File: src/hw/sdram_bridge_pkg.sv
`default_nettype none

package sdram_bridge_pkg;

	// peripheral bus fields
	typedef logic [13:0] bus_adr_t;
	// low part of adr, register inside the block
	typedef logic [8:0]  reg_off_t;
	// high part of adr, which block is addressed
	typedef logic [4:0]  blk_sel_t;
	typedef logic [7:0]  byte_t;

	// application port fields
	typedef logic [31:0] addr_t;
	// burst length in 32-bit words
	typedef logic [7:0]  len_t;
	typedef logic [7:0]  ptr_t;
	typedef logic [31:0] word_t;

	// sequencer states, also the status register value
	typedef enum logic [7:0] {
		st_idle   = 8'd0,
		st_req_wr = 8'd1,
		st_wr     = 8'd2,
		st_req_rd = 8'd3,
		st_rd     = 8'd4
	} xfer_state_t;

	// register map, byte registers
	localparam reg_off_t REG_STATUS = 9'd0;
	// request address, little endian bytes
	localparam reg_off_t REG_ADDR0  = 9'd1;
	localparam reg_off_t REG_ADDR1  = 9'd2;
	localparam reg_off_t REG_ADDR2  = 9'd3;
	localparam reg_off_t REG_ADDR3  = 9'd4;
	// bytes of the buffer word at the pointer
	localparam reg_off_t REG_DATA0  = 9'd5;
	localparam reg_off_t REG_DATA1  = 9'd6;
	localparam reg_off_t REG_DATA2  = 9'd7;
	localparam reg_off_t REG_DATA3  = 9'd8;
	localparam reg_off_t REG_PTR    = 9'd9;
	localparam reg_off_t REG_LEN    = 9'd10;
	// zero starts a write burst, anything else a read burst
	localparam reg_off_t REG_GO     = 9'd11;

endpackage

`default_nettype wire

File: src/hw/reg_decode.sv
`timescale 1ns/1ps
`default_nettype none

module reg_decode #(
	parameter sdram_bridge_pkg::blk_sel_t BLOCK_SEL = 5'd1
) (
	input  wire                            clk,
	input  wire                            rst_n,
	input  wire sdram_bridge_pkg::bus_adr_t adr,
	input  wire                            we,
	input  wire sdram_bridge_pkg::byte_t    dat_w,
	output logic [3:0]                     data_byte_we,
	output logic                           ptr_we,
	output sdram_bridge_pkg::ptr_t         ptr_wdata,
	output logic                           go,
	output logic                           go_rd,
	output logic                           rd_en,
	output sdram_bridge_pkg::reg_off_t     rd_off,
	output sdram_bridge_pkg::addr_t        req_addr,
	output sdram_bridge_pkg::len_t         req_len
);
	import sdram_bridge_pkg::*;

	blk_sel_t   blk_field;
	reg_off_t   off;
	logic       hit;
	logic       wr_acc;
	logic [3:0] addr_byte_we;
	logic       len_we;

	// split the bus address into block and register fields
	assign {blk_field, off} = adr;

	// any cycle with our block field is an access
	assign hit    = (blk_field == BLOCK_SEL);
	assign wr_acc = hit && we;

	// read side, readback_mux registers the byte
	assign rd_en  = hit && !we;
	assign rd_off = off;

	// byte strobes for the address register and the buffer word
	for (genvar i = 0; i < 4; i++) begin : g_byte_we
		assign addr_byte_we[i] = wr_acc && (off == reg_off_t'(REG_ADDR0 + i));
		assign data_byte_we[i] = wr_acc && (off == reg_off_t'(REG_DATA0 + i));
	end

	assign len_we = wr_acc && (off == REG_LEN);

	// pointer load, the sequencer ignores it while busy
	assign ptr_we    = wr_acc && (off == REG_PTR);
	assign ptr_wdata = dat_w;

	// go strobe, direction from the written byte
	assign go    = wr_acc && (off == REG_GO);
	assign go_rd = |dat_w;

	// address and length configuration
	always_ff @(posedge clk or negedge rst_n) begin
		if (!rst_n) begin
			req_addr <= '0;
			req_len  <= '0;
		end else begin
			for (int i = 0; i < 4; i++) begin
				if (addr_byte_we[i]) begin
					req_addr[8*i +: 8] <= dat_w;
				end
			end
			if (len_we) begin
				req_len <= dat_w;
			end
		end
	end

endmodule

`default_nettype wire

File: src/hw/xfer_buffer.sv
`timescale 1ns/1ps
`default_nettype none

module xfer_buffer #(
	parameter int BUF_DEPTH = 32
) (
	input  wire                          clk,
	input  wire                          rst_n,
	input  wire [3:0]                    data_byte_we,
	input  wire sdram_bridge_pkg::byte_t  dat_w,
	input  wire sdram_bridge_pkg::ptr_t   ptr,
	input  wire                          seq_we,
	input  wire sdram_bridge_pkg::word_t  seq_wdata,
	output sdram_bridge_pkg::word_t      buf_word
);
	import sdram_bridge_pkg::*;

	localparam int IDX_W = (BUF_DEPTH > 1) ? $clog2(BUF_DEPTH) : 1;

	word_t            mem [BUF_DEPTH];
	logic [IDX_W-1:0] idx;
	logic             in_range;

	assign idx      = ptr[IDX_W-1:0];
	assign in_range = (ptr < BUF_DEPTH);

	// word at the pointer, zero when the pointer is past the end
	assign buf_word = in_range ? mem[idx] : '0;

	always_ff @(posedge clk or negedge rst_n) begin
		if (!rst_n) begin
			for (int i = 0; i < BUF_DEPTH; i++) begin
				mem[i] <= '0;
			end
		end else if (in_range) begin
			// sequencer word write takes priority over bus bytes
			if (seq_we) begin
				mem[idx] <= seq_wdata;
			end else begin
				for (int b = 0; b < 4; b++) begin
					if (data_byte_we[b]) begin
						mem[idx][8*b +: 8] <= dat_w;
					end
				end
			end
		end
	end

	// pointer comes from the sequencer, strobes from the decoder
	// any write with the pointer off the end is lost
	a_write_in_range: assert property (
		@(posedge clk) disable iff (!rst_n)
		(seq_we || (|data_byte_we)) |-> (ptr < BUF_DEPTH)
	);

endmodule

`default_nettype wire

File: src/hw/xfer_sequencer.sv
`timescale 1ns/1ps
`default_nettype none

module xfer_sequencer #(
	parameter int BUF_DEPTH = 32
) (
	input  wire                          clk,
	input  wire                          rst_n,
	input  wire                          go,
	input  wire                          go_rd,
	input  wire                          ptr_we,
	input  wire sdram_bridge_pkg::ptr_t   ptr_wdata,
	input  wire sdram_bridge_pkg::addr_t  req_addr,
	input  wire sdram_bridge_pkg::len_t   req_len,
	input  wire sdram_bridge_pkg::word_t  buf_word,
	input  wire                          app_req_ack,
	input  wire                          app_wr_next_req,
	input  wire sdram_bridge_pkg::word_t  app_rd_data,
	input  wire                          app_rd_valid,
	output sdram_bridge_pkg::xfer_state_t state,
	output sdram_bridge_pkg::ptr_t       ptr,
	output logic                         seq_we,
	output sdram_bridge_pkg::word_t      seq_wdata,
	output logic                         app_req,
	output logic                         app_req_wr_n,
	output sdram_bridge_pkg::addr_t      app_req_addr,
	output sdram_bridge_pkg::len_t       app_req_len,
	output sdram_bridge_pkg::word_t      app_wr_data
);
	import sdram_bridge_pkg::*;

	logic start;
	logic done;

	// go only counts while idle
	assign start = go && (state == st_idle);

	// burst complete once the pointer reaches the latched length
	assign done = (ptr >= app_req_len);

	// write data is always the buffer word at the pointer
	assign app_wr_data = buf_word;

	// read beats go straight into the buffer
	// beats past the buffer end are dropped
	assign seq_we    = (state == st_rd) && app_rd_valid && !done && (ptr < BUF_DEPTH);
	assign seq_wdata = app_rd_data;

	// request fields, held from go until the next go
	always_ff @(posedge clk) begin
		if (start) begin
			app_req_addr <= req_addr;
			app_req_len  <= req_len;
		end
	end

	always_ff @(posedge clk or negedge rst_n) begin
		if (!rst_n) begin
			state        <= st_idle;
			ptr          <= '0;
			app_req      <= 1'b0;
			app_req_wr_n <= 1'b1;
		end else begin
			case (state)
				st_idle: begin
					if (start) begin
						ptr          <= '0;
						app_req      <= 1'b1;
						// wr_n low selects a write burst
						app_req_wr_n <= go_rd;
						state        <= go_rd ? st_req_rd : st_req_wr;
					end else if (ptr_we) begin
						ptr <= ptr_wdata;
					end
				end
				st_req_wr, st_req_rd: begin
					// hold the request until the controller takes it
					if (app_req_ack) begin
						app_req <= 1'b0;
						state   <= (state == st_req_rd) ? st_rd : st_wr;
					end
				end
				st_wr: begin
					if (done) begin
						state <= st_idle;
					end else if (app_wr_next_req) begin
						ptr <= ptr + 1'b1;
					end
				end
				st_rd: begin
					if (done) begin
						state <= st_idle;
					end else if (app_rd_valid) begin
						ptr <= ptr + 1'b1;
					end
				end
				default: begin
					state   <= st_idle;
					app_req <= 1'b0;
				end
			endcase
		end
	end

	// request stays up until acknowledged
	a_req_held: assert property (
		@(posedge clk) disable iff (!rst_n)
		(app_req && !app_req_ack) |=> app_req
	);

	// controller may sample the fields on any cycle of the request
	a_req_stable: assert property (
		@(posedge clk) disable iff (!rst_n)
		(app_req && !app_req_ack) |=> $stable({app_req_wr_n, app_req_addr, app_req_len})
	);

endmodule

`default_nettype wire

File: src/hw/readback_mux.sv
`timescale 1ns/1ps
`default_nettype none

module readback_mux (
	input  wire                               clk,
	input  wire                               rst_n,
	input  wire                               rd_en,
	input  wire sdram_bridge_pkg::reg_off_t    rd_off,
	input  wire sdram_bridge_pkg::xfer_state_t state,
	input  wire sdram_bridge_pkg::addr_t       req_addr,
	input  wire sdram_bridge_pkg::ptr_t        ptr,
	input  wire sdram_bridge_pkg::len_t        req_len,
	input  wire sdram_bridge_pkg::word_t       buf_word,
	output sdram_bridge_pkg::byte_t           dat_r
);
	import sdram_bridge_pkg::*;

	byte_t sel_byte;

	// byte behind each readable offset
	always_comb begin
		case (rd_off)
			REG_STATUS: sel_byte = byte_t'(state);
			REG_ADDR0:  sel_byte = req_addr[7:0];
			REG_ADDR1:  sel_byte = req_addr[15:8];
			REG_ADDR2:  sel_byte = req_addr[23:16];
			REG_ADDR3:  sel_byte = req_addr[31:24];
			REG_DATA0:  sel_byte = buf_word[7:0];
			REG_DATA1:  sel_byte = buf_word[15:8];
			REG_DATA2:  sel_byte = buf_word[23:16];
			REG_DATA3:  sel_byte = buf_word[31:24];
			REG_PTR:    sel_byte = ptr;
			REG_LEN:    sel_byte = req_len;
			// go and unmapped offsets read as zero
			default:    sel_byte = '0;
		endcase
	end

	// one cycle read latency, holds between reads
	always_ff @(posedge clk or negedge rst_n) begin
		if (!rst_n) begin
			dat_r <= '0;
		end else if (rd_en) begin
			dat_r <= sel_byte;
		end
	end

endmodule

`default_nettype wire

File: src/hw/sdram_bridge.sv
`timescale 1ns/1ps
`default_nettype none

module sdram_bridge #(
	parameter sdram_bridge_pkg::blk_sel_t BLOCK_SEL = 5'd1,
	parameter int                         BUF_DEPTH = 32
) (
	input  wire                            clk,
	input  wire                            rst_n,
	// peripheral bus
	input  wire sdram_bridge_pkg::bus_adr_t adr,
	input  wire                            we,
	input  wire sdram_bridge_pkg::byte_t    dat_w,
	output sdram_bridge_pkg::byte_t        dat_r,
	// controller application port
	output logic                           app_req,
	output logic                           app_req_wr_n,
	output sdram_bridge_pkg::addr_t        app_req_addr,
	output sdram_bridge_pkg::len_t         app_req_len,
	output sdram_bridge_pkg::word_t        app_wr_data,
	input  wire                            app_req_ack,
	input  wire                            app_wr_next_req,
	input  wire sdram_bridge_pkg::word_t    app_rd_data,
	input  wire                            app_rd_valid
);
	import sdram_bridge_pkg::*;

	// decode to buffer and sequencer
	logic [3:0]  data_byte_we;
	logic        ptr_we;
	ptr_t        ptr_wdata;
	logic        go;
	logic        go_rd;
	// decode to read-back
	logic        rd_en;
	reg_off_t    rd_off;
	addr_t       req_addr;
	len_t        req_len;
	// sequencer and buffer
	xfer_state_t state;
	ptr_t        ptr;
	logic        seq_we;
	word_t       seq_wdata;
	word_t       buf_word;

	reg_decode #(
		.BLOCK_SEL(BLOCK_SEL)
	) u_decode (
		.clk(clk),
		.rst_n(rst_n),
		.adr(adr),
		.we(we),
		.dat_w(dat_w),
		.data_byte_we(data_byte_we),
		.ptr_we(ptr_we),
		.ptr_wdata(ptr_wdata),
		.go(go),
		.go_rd(go_rd),
		.rd_en(rd_en),
		.rd_off(rd_off),
		.req_addr(req_addr),
		.req_len(req_len)
	);

	xfer_buffer #(
		.BUF_DEPTH(BUF_DEPTH)
	) u_buffer (
		.clk(clk),
		.rst_n(rst_n),
		.data_byte_we(data_byte_we),
		.dat_w(dat_w),
		.ptr(ptr),
		.seq_we(seq_we),
		.seq_wdata(seq_wdata),
		.buf_word(buf_word)
	);

	xfer_sequencer #(
		.BUF_DEPTH(BUF_DEPTH)
	) u_execute (
		.clk(clk),
		.rst_n(rst_n),
		.go(go),
		.go_rd(go_rd),
		.ptr_we(ptr_we),
		.ptr_wdata(ptr_wdata),
		.req_addr(req_addr),
		.req_len(req_len),
		.buf_word(buf_word),
		.app_req_ack(app_req_ack),
		.app_wr_next_req(app_wr_next_req),
		.app_rd_data(app_rd_data),
		.app_rd_valid(app_rd_valid),
		.state(state),
		.ptr(ptr),
		.seq_we(seq_we),
		.seq_wdata(seq_wdata),
		.app_req(app_req),
		.app_req_wr_n(app_req_wr_n),
		.app_req_addr(app_req_addr),
		.app_req_len(app_req_len),
		.app_wr_data(app_wr_data)
	);

	readback_mux u_result (
		.clk(clk),
		.rst_n(rst_n),
		.rd_en(rd_en),
		.rd_off(rd_off),
		.state(state),
		.req_addr(req_addr),
		.ptr(ptr),
		.req_len(req_len),
		.buf_word(buf_word),
		.dat_r(dat_r)
	);

endmodule

`default_nettype wire

File: config.mk
export PLATFORM = sky130hd
export DESIGN_NAME = sdram_bridge
export DESIGN_NICKNAME = d
export VERILOG_FILES = /design/src/hw/sdram_bridge_pkg.sv /design/src/hw/reg_decode.sv /design/src/hw/xfer_buffer.sv /design/src/hw/xfer_sequencer.sv /design/src/hw/readback_mux.sv /design/src/hw/sdram_bridge.sv
export SDC_FILE = /design/constraint.sdc
export NUM_CORES = 2
export LEC_CHECK = 0
export BUFFER_PORTS_ARGS = -buffer_cell sky130_fd_sc_hd__buf_2
export CAP_MARGIN = 20
export CORE_MARGIN = 4
export CORE_UTILIZATION = 50
export DETAILED_ROUTE_END_ITERATION = 8
export GPL_TIMING_DRIVEN = 0
export PLACE_DENSITY = 0.66
export SLEW_MARGIN = 30
export SYNTH_ARGS = -nofsm -noshare
export SYNTH_HDL_FRONTEND = slang
export SYNTH_HIERARCHICAL = 1
export SYNTH_SLANG_ARGS = --single-unit
export TNS_END_PERCENT = 1
File: constraint.sdc
create_clock -name clk -period 6.68 [get_ports clk]
set_input_delay 1.336 -clock clk [delete_from_list [all_inputs] [get_ports clk]]
set_output_delay 1.336 -clock clk [all_outputs]
set_load 0.02 [all_outputs]
==> flow_summary.toml <==
[power_and_ir_drop]
power.total_mw = 14.6
p_leak_nw = 28.5
ir_drop_uv = 202
power.density_nw_per_um2 = 240

[floorplanning]
die_y_um = 338
core_area_sq_um = 108000
die_area_sq_um = 114000
rows = 120
start_util_pct = 50.6
ios = 142
die_x_um = 338

[global_routing]
grt_overflow = 0
grt_usage_pct = 34.3
use_met1_pct = 46.5
grt_util_met2_pct = 49.2
antenna_found_initial = 7
grt_start_max_net_pins = 120
grt_pass1_vias = 40699
grt_busiest_layer = "met2"
grt_pass1_wl_mm = 283
grt.met3_usage_pct = 10.2

[critical_path]
cp.required_ns = 5.34
r2r_setup_slack_ns = 1.19
worst_setup_path_end_kind = "output port"
criticalPathCategory = "register to output port"
arrival_ns = 5.39
cp-start-kind = "register"
cp_max_fo = 14

[placement]
placed_cells = 6619
gp_congestion = 0.988
port_buffers = 107
place_area_sq_um = 57100
hpwl_mm = 142

[cts]
clock-sinks = 1125
cts.htree.levels = 3
cts.path.max_buffers = 3
clock_tree.root_cell = "clkbuf_16"
worstSkewPairLatency_ns = 0.72
clk_pin_slew_ns = 0.06
numCtsBuffers = 116
cts_tree = "built"
ctsHoldBuffers = 0

[layout]
fillers = 9201
finalInstanceArea_sq_um = 60900
syn_to_final_growth_pct = 12.0
layout-drive-gt1-share_pct = 19.1
multiInputGateArea_sq_um = 22800
nNetsFinal = 5404
stdcell_count = 6834
regArea_sq_um = 28400

[sta]
hold_violations = 0
fin_ws_ns = -0.0462
slew_violations = 0
rsz0062_at_grt = "false"
min_period_ns = 6.73
period_share_pct = 101
tns_ns = -0.0717
worst_slew_pin_slew_ns = 1.08
setup_viol = 2
slew_headroom_pct = 27.6
skew_ns = 0.0344
max_freq_mhz = 149

[synthesis]
yosysSeqAreaShare_pct = 52.1
synth.distinct_cells = 83
synth.avg_cell_area_sq_um = 10.7
synth_edf_count = 40
synth.most_common_cell = "nor2_1"
yosys-top-cells-area = "dfrtp_1, mux2i_1, a21oi_1, nor2_1, nor4_4"
yosys.area.top_type_share_pct = 49.9
yosys-top-cells-count = "nor2_1, dfrtp_1, a21oi_1"
synth-seq-cells = 1125
syn-cell-area_sq_um = 54400
postSynth.asyncResetShare_pct = 96.4
syn_inst = 5094
synthFlopType = "dfrtp_1"
ys.warnings.count = 6
yosysTopAreaCell = "dfrtp_1"

[hold_path]
min_path_type = "register to register"

[detailed_routing]
vias_per_cell = 6.28
routed_wl_mm = 198
wire_per_inst_um = 29.0
first_pass_iters = 8
drc_errors = 0
via_count = 42892
postRouteAntennaNets = 0
drt_iter0_markers = 6671

[status]
status = "finished with violations"
failed_checks = "negative setup slack"

[run]
cap_violations = 0
## final timing paths
path                                                  endpoint                        startpoint  depth (start not counted)
min in group asynchronous        u_buffer/mem[411]$_DFFE_PN0P_                             rst_n                          2
hold reg to reg            u_execute/app_req_addr[8]$_DFFE_PP_  u_decode/req_addr[8]$_DFFE_PN0P_                          0
max in group asynchronous        u_buffer/mem[780]$_DFFE_PN0P_                             rst_n                          6
hold / removal             u_execute/app_req_addr[8]$_DFFE_PP_  u_decode/req_addr[8]$_DFFE_PN0P_                          0
setup / recovery                               app_wr_data[23]      u_execute/ptr[2]$_DFFE_PN0P_                          9
setup reg to reg                 u_buffer/mem[273]$_DFFE_PN0P_      u_execute/ptr[2]$_DFFE_PN0P_                         12
## critical path, cell delays in order, from the launching register on
cell,delay (ns)
dfrtp_1,0.67
clkbuf_1,0.40
or4b_1,0.18
clkbuf_1,0.61
clkdlybuf4s15_1,0.90
o22ai_1,0.30
nor4_1,0.83
a31oi_1,0.39
buf_4,0.24
buf_2,0.15
## cell type report
| type | instances | share of cell area (%) |
|---|---|---|
| sequential | 1125 | 46.5 |
| multi-input combinational | 3436 | 37.4 |
| buffer | 515 | 5.48 |
| clock buffer | 156 | 5.44 |
| tap | 1403 | 2.88 |
| timing repair buffer | 119 | 1.39 |
| clock inverter | 53 | 0.731 |
| inverter | 22 | 0.136 |
| antenna | 5 | 0.0205 |
## repair_timing
| item | 4_1_cts | 5_1_grt |
|---|---|---|
| setup buffers | 0 | 0 |
| resized for setup | 0 | 3 |
| endpoints found under the setup margin | 0 | 1 |
## per-stage QoR
step                utilization, %  hold slack [ns]  worst slack [ns]
global placement              52.7            0.448            -19.68
detailed placement            53.1            0.462             0.753
floorplan                        -            0.436              2.69
global route                  56.7            0.486            0.0173
finish                        56.7            0.477           -0.0462
CTS                           56.6            0.475           0.00961
## cell usage in the layout, fill, tap and decap left out, types with 8 or more instances in the layout
cell type	instances
ha_1	9
clkbuf_2	22
edfxtp_1	40
nor2_1	1111
a31oi_1	22
buf_2	213
nand3_1	15
nor2b_1	15
nor4_4	131
clkbuf_8	24
inv_1	21
o22ai_1	260
clkbuf_16	117
nand2b_1	8
mux2_2	50
nor4_1	33
buf_6	85
a21oi_2	151
buf_12	9
mux2i_1	523
clkbuf_1	177
clkinv_2	33
a22oi_1	41
a21oi_1	887
buf_16	10
nand2_1	24
dfrtp_1	1084
buf_4	128
a31oi_2	15
## power breakdown
group          leakage, nW  internal (mW)  switching (mW)  total, mW
Combinational         11.0          0.345           0.949       1.29
Sequential            15.6           6.86          0.0172       6.88
Clock                 1.88           3.68            2.78       6.47
Total                 28.5           10.9            3.75       14.6
## kinds of logic (layout without fill, tap and decap cells)
logic type / count (synthesis) / in the layout / share of synthesized area [%]
AND/OR/NAND/NOR: 1415 / 1415 / 15.2
multiplexers: 579 / 579 / 10.9
adder cells (fa/ha/maj): 9 / 9 / 0.207
buffers and inverters: 537 / 865 / 6.23
flip-flops: 1125 / 1125 / 52.1
other: 1 / 10 / 0.00689
XOR/XNOR: 2 / 2 / 0.0322
AO/OA/AOI/OAI: 1426 / 1426 / 15.3
## state kept, by name, summed over array words and instances, names as in the netlist
| signal | count |
|---|---|
| u_execute/state | 3 |
| u_decode/req_addr | 32 |
| u_decode/req_len | 8 |
| u_execute/app_req_len | 8 |
| u_result/dat_r | 8 |
| u_buffer/mem | 1024 |
| u_execute/app_req_wr_n | 1 |
| u_execute/app_req_addr | 32 |
| u_execute/app_req | 1 |
| u_execute/ptr | 8 |
## per-layer routing
metal  routed length [um]  share of wire [%]
met4                13400                6.7
met1                77700                 39
met5                   34              0.017
met3                24000                 12
met2                83200                 42
Note: power is estimated with default switching activity, not from simulation.
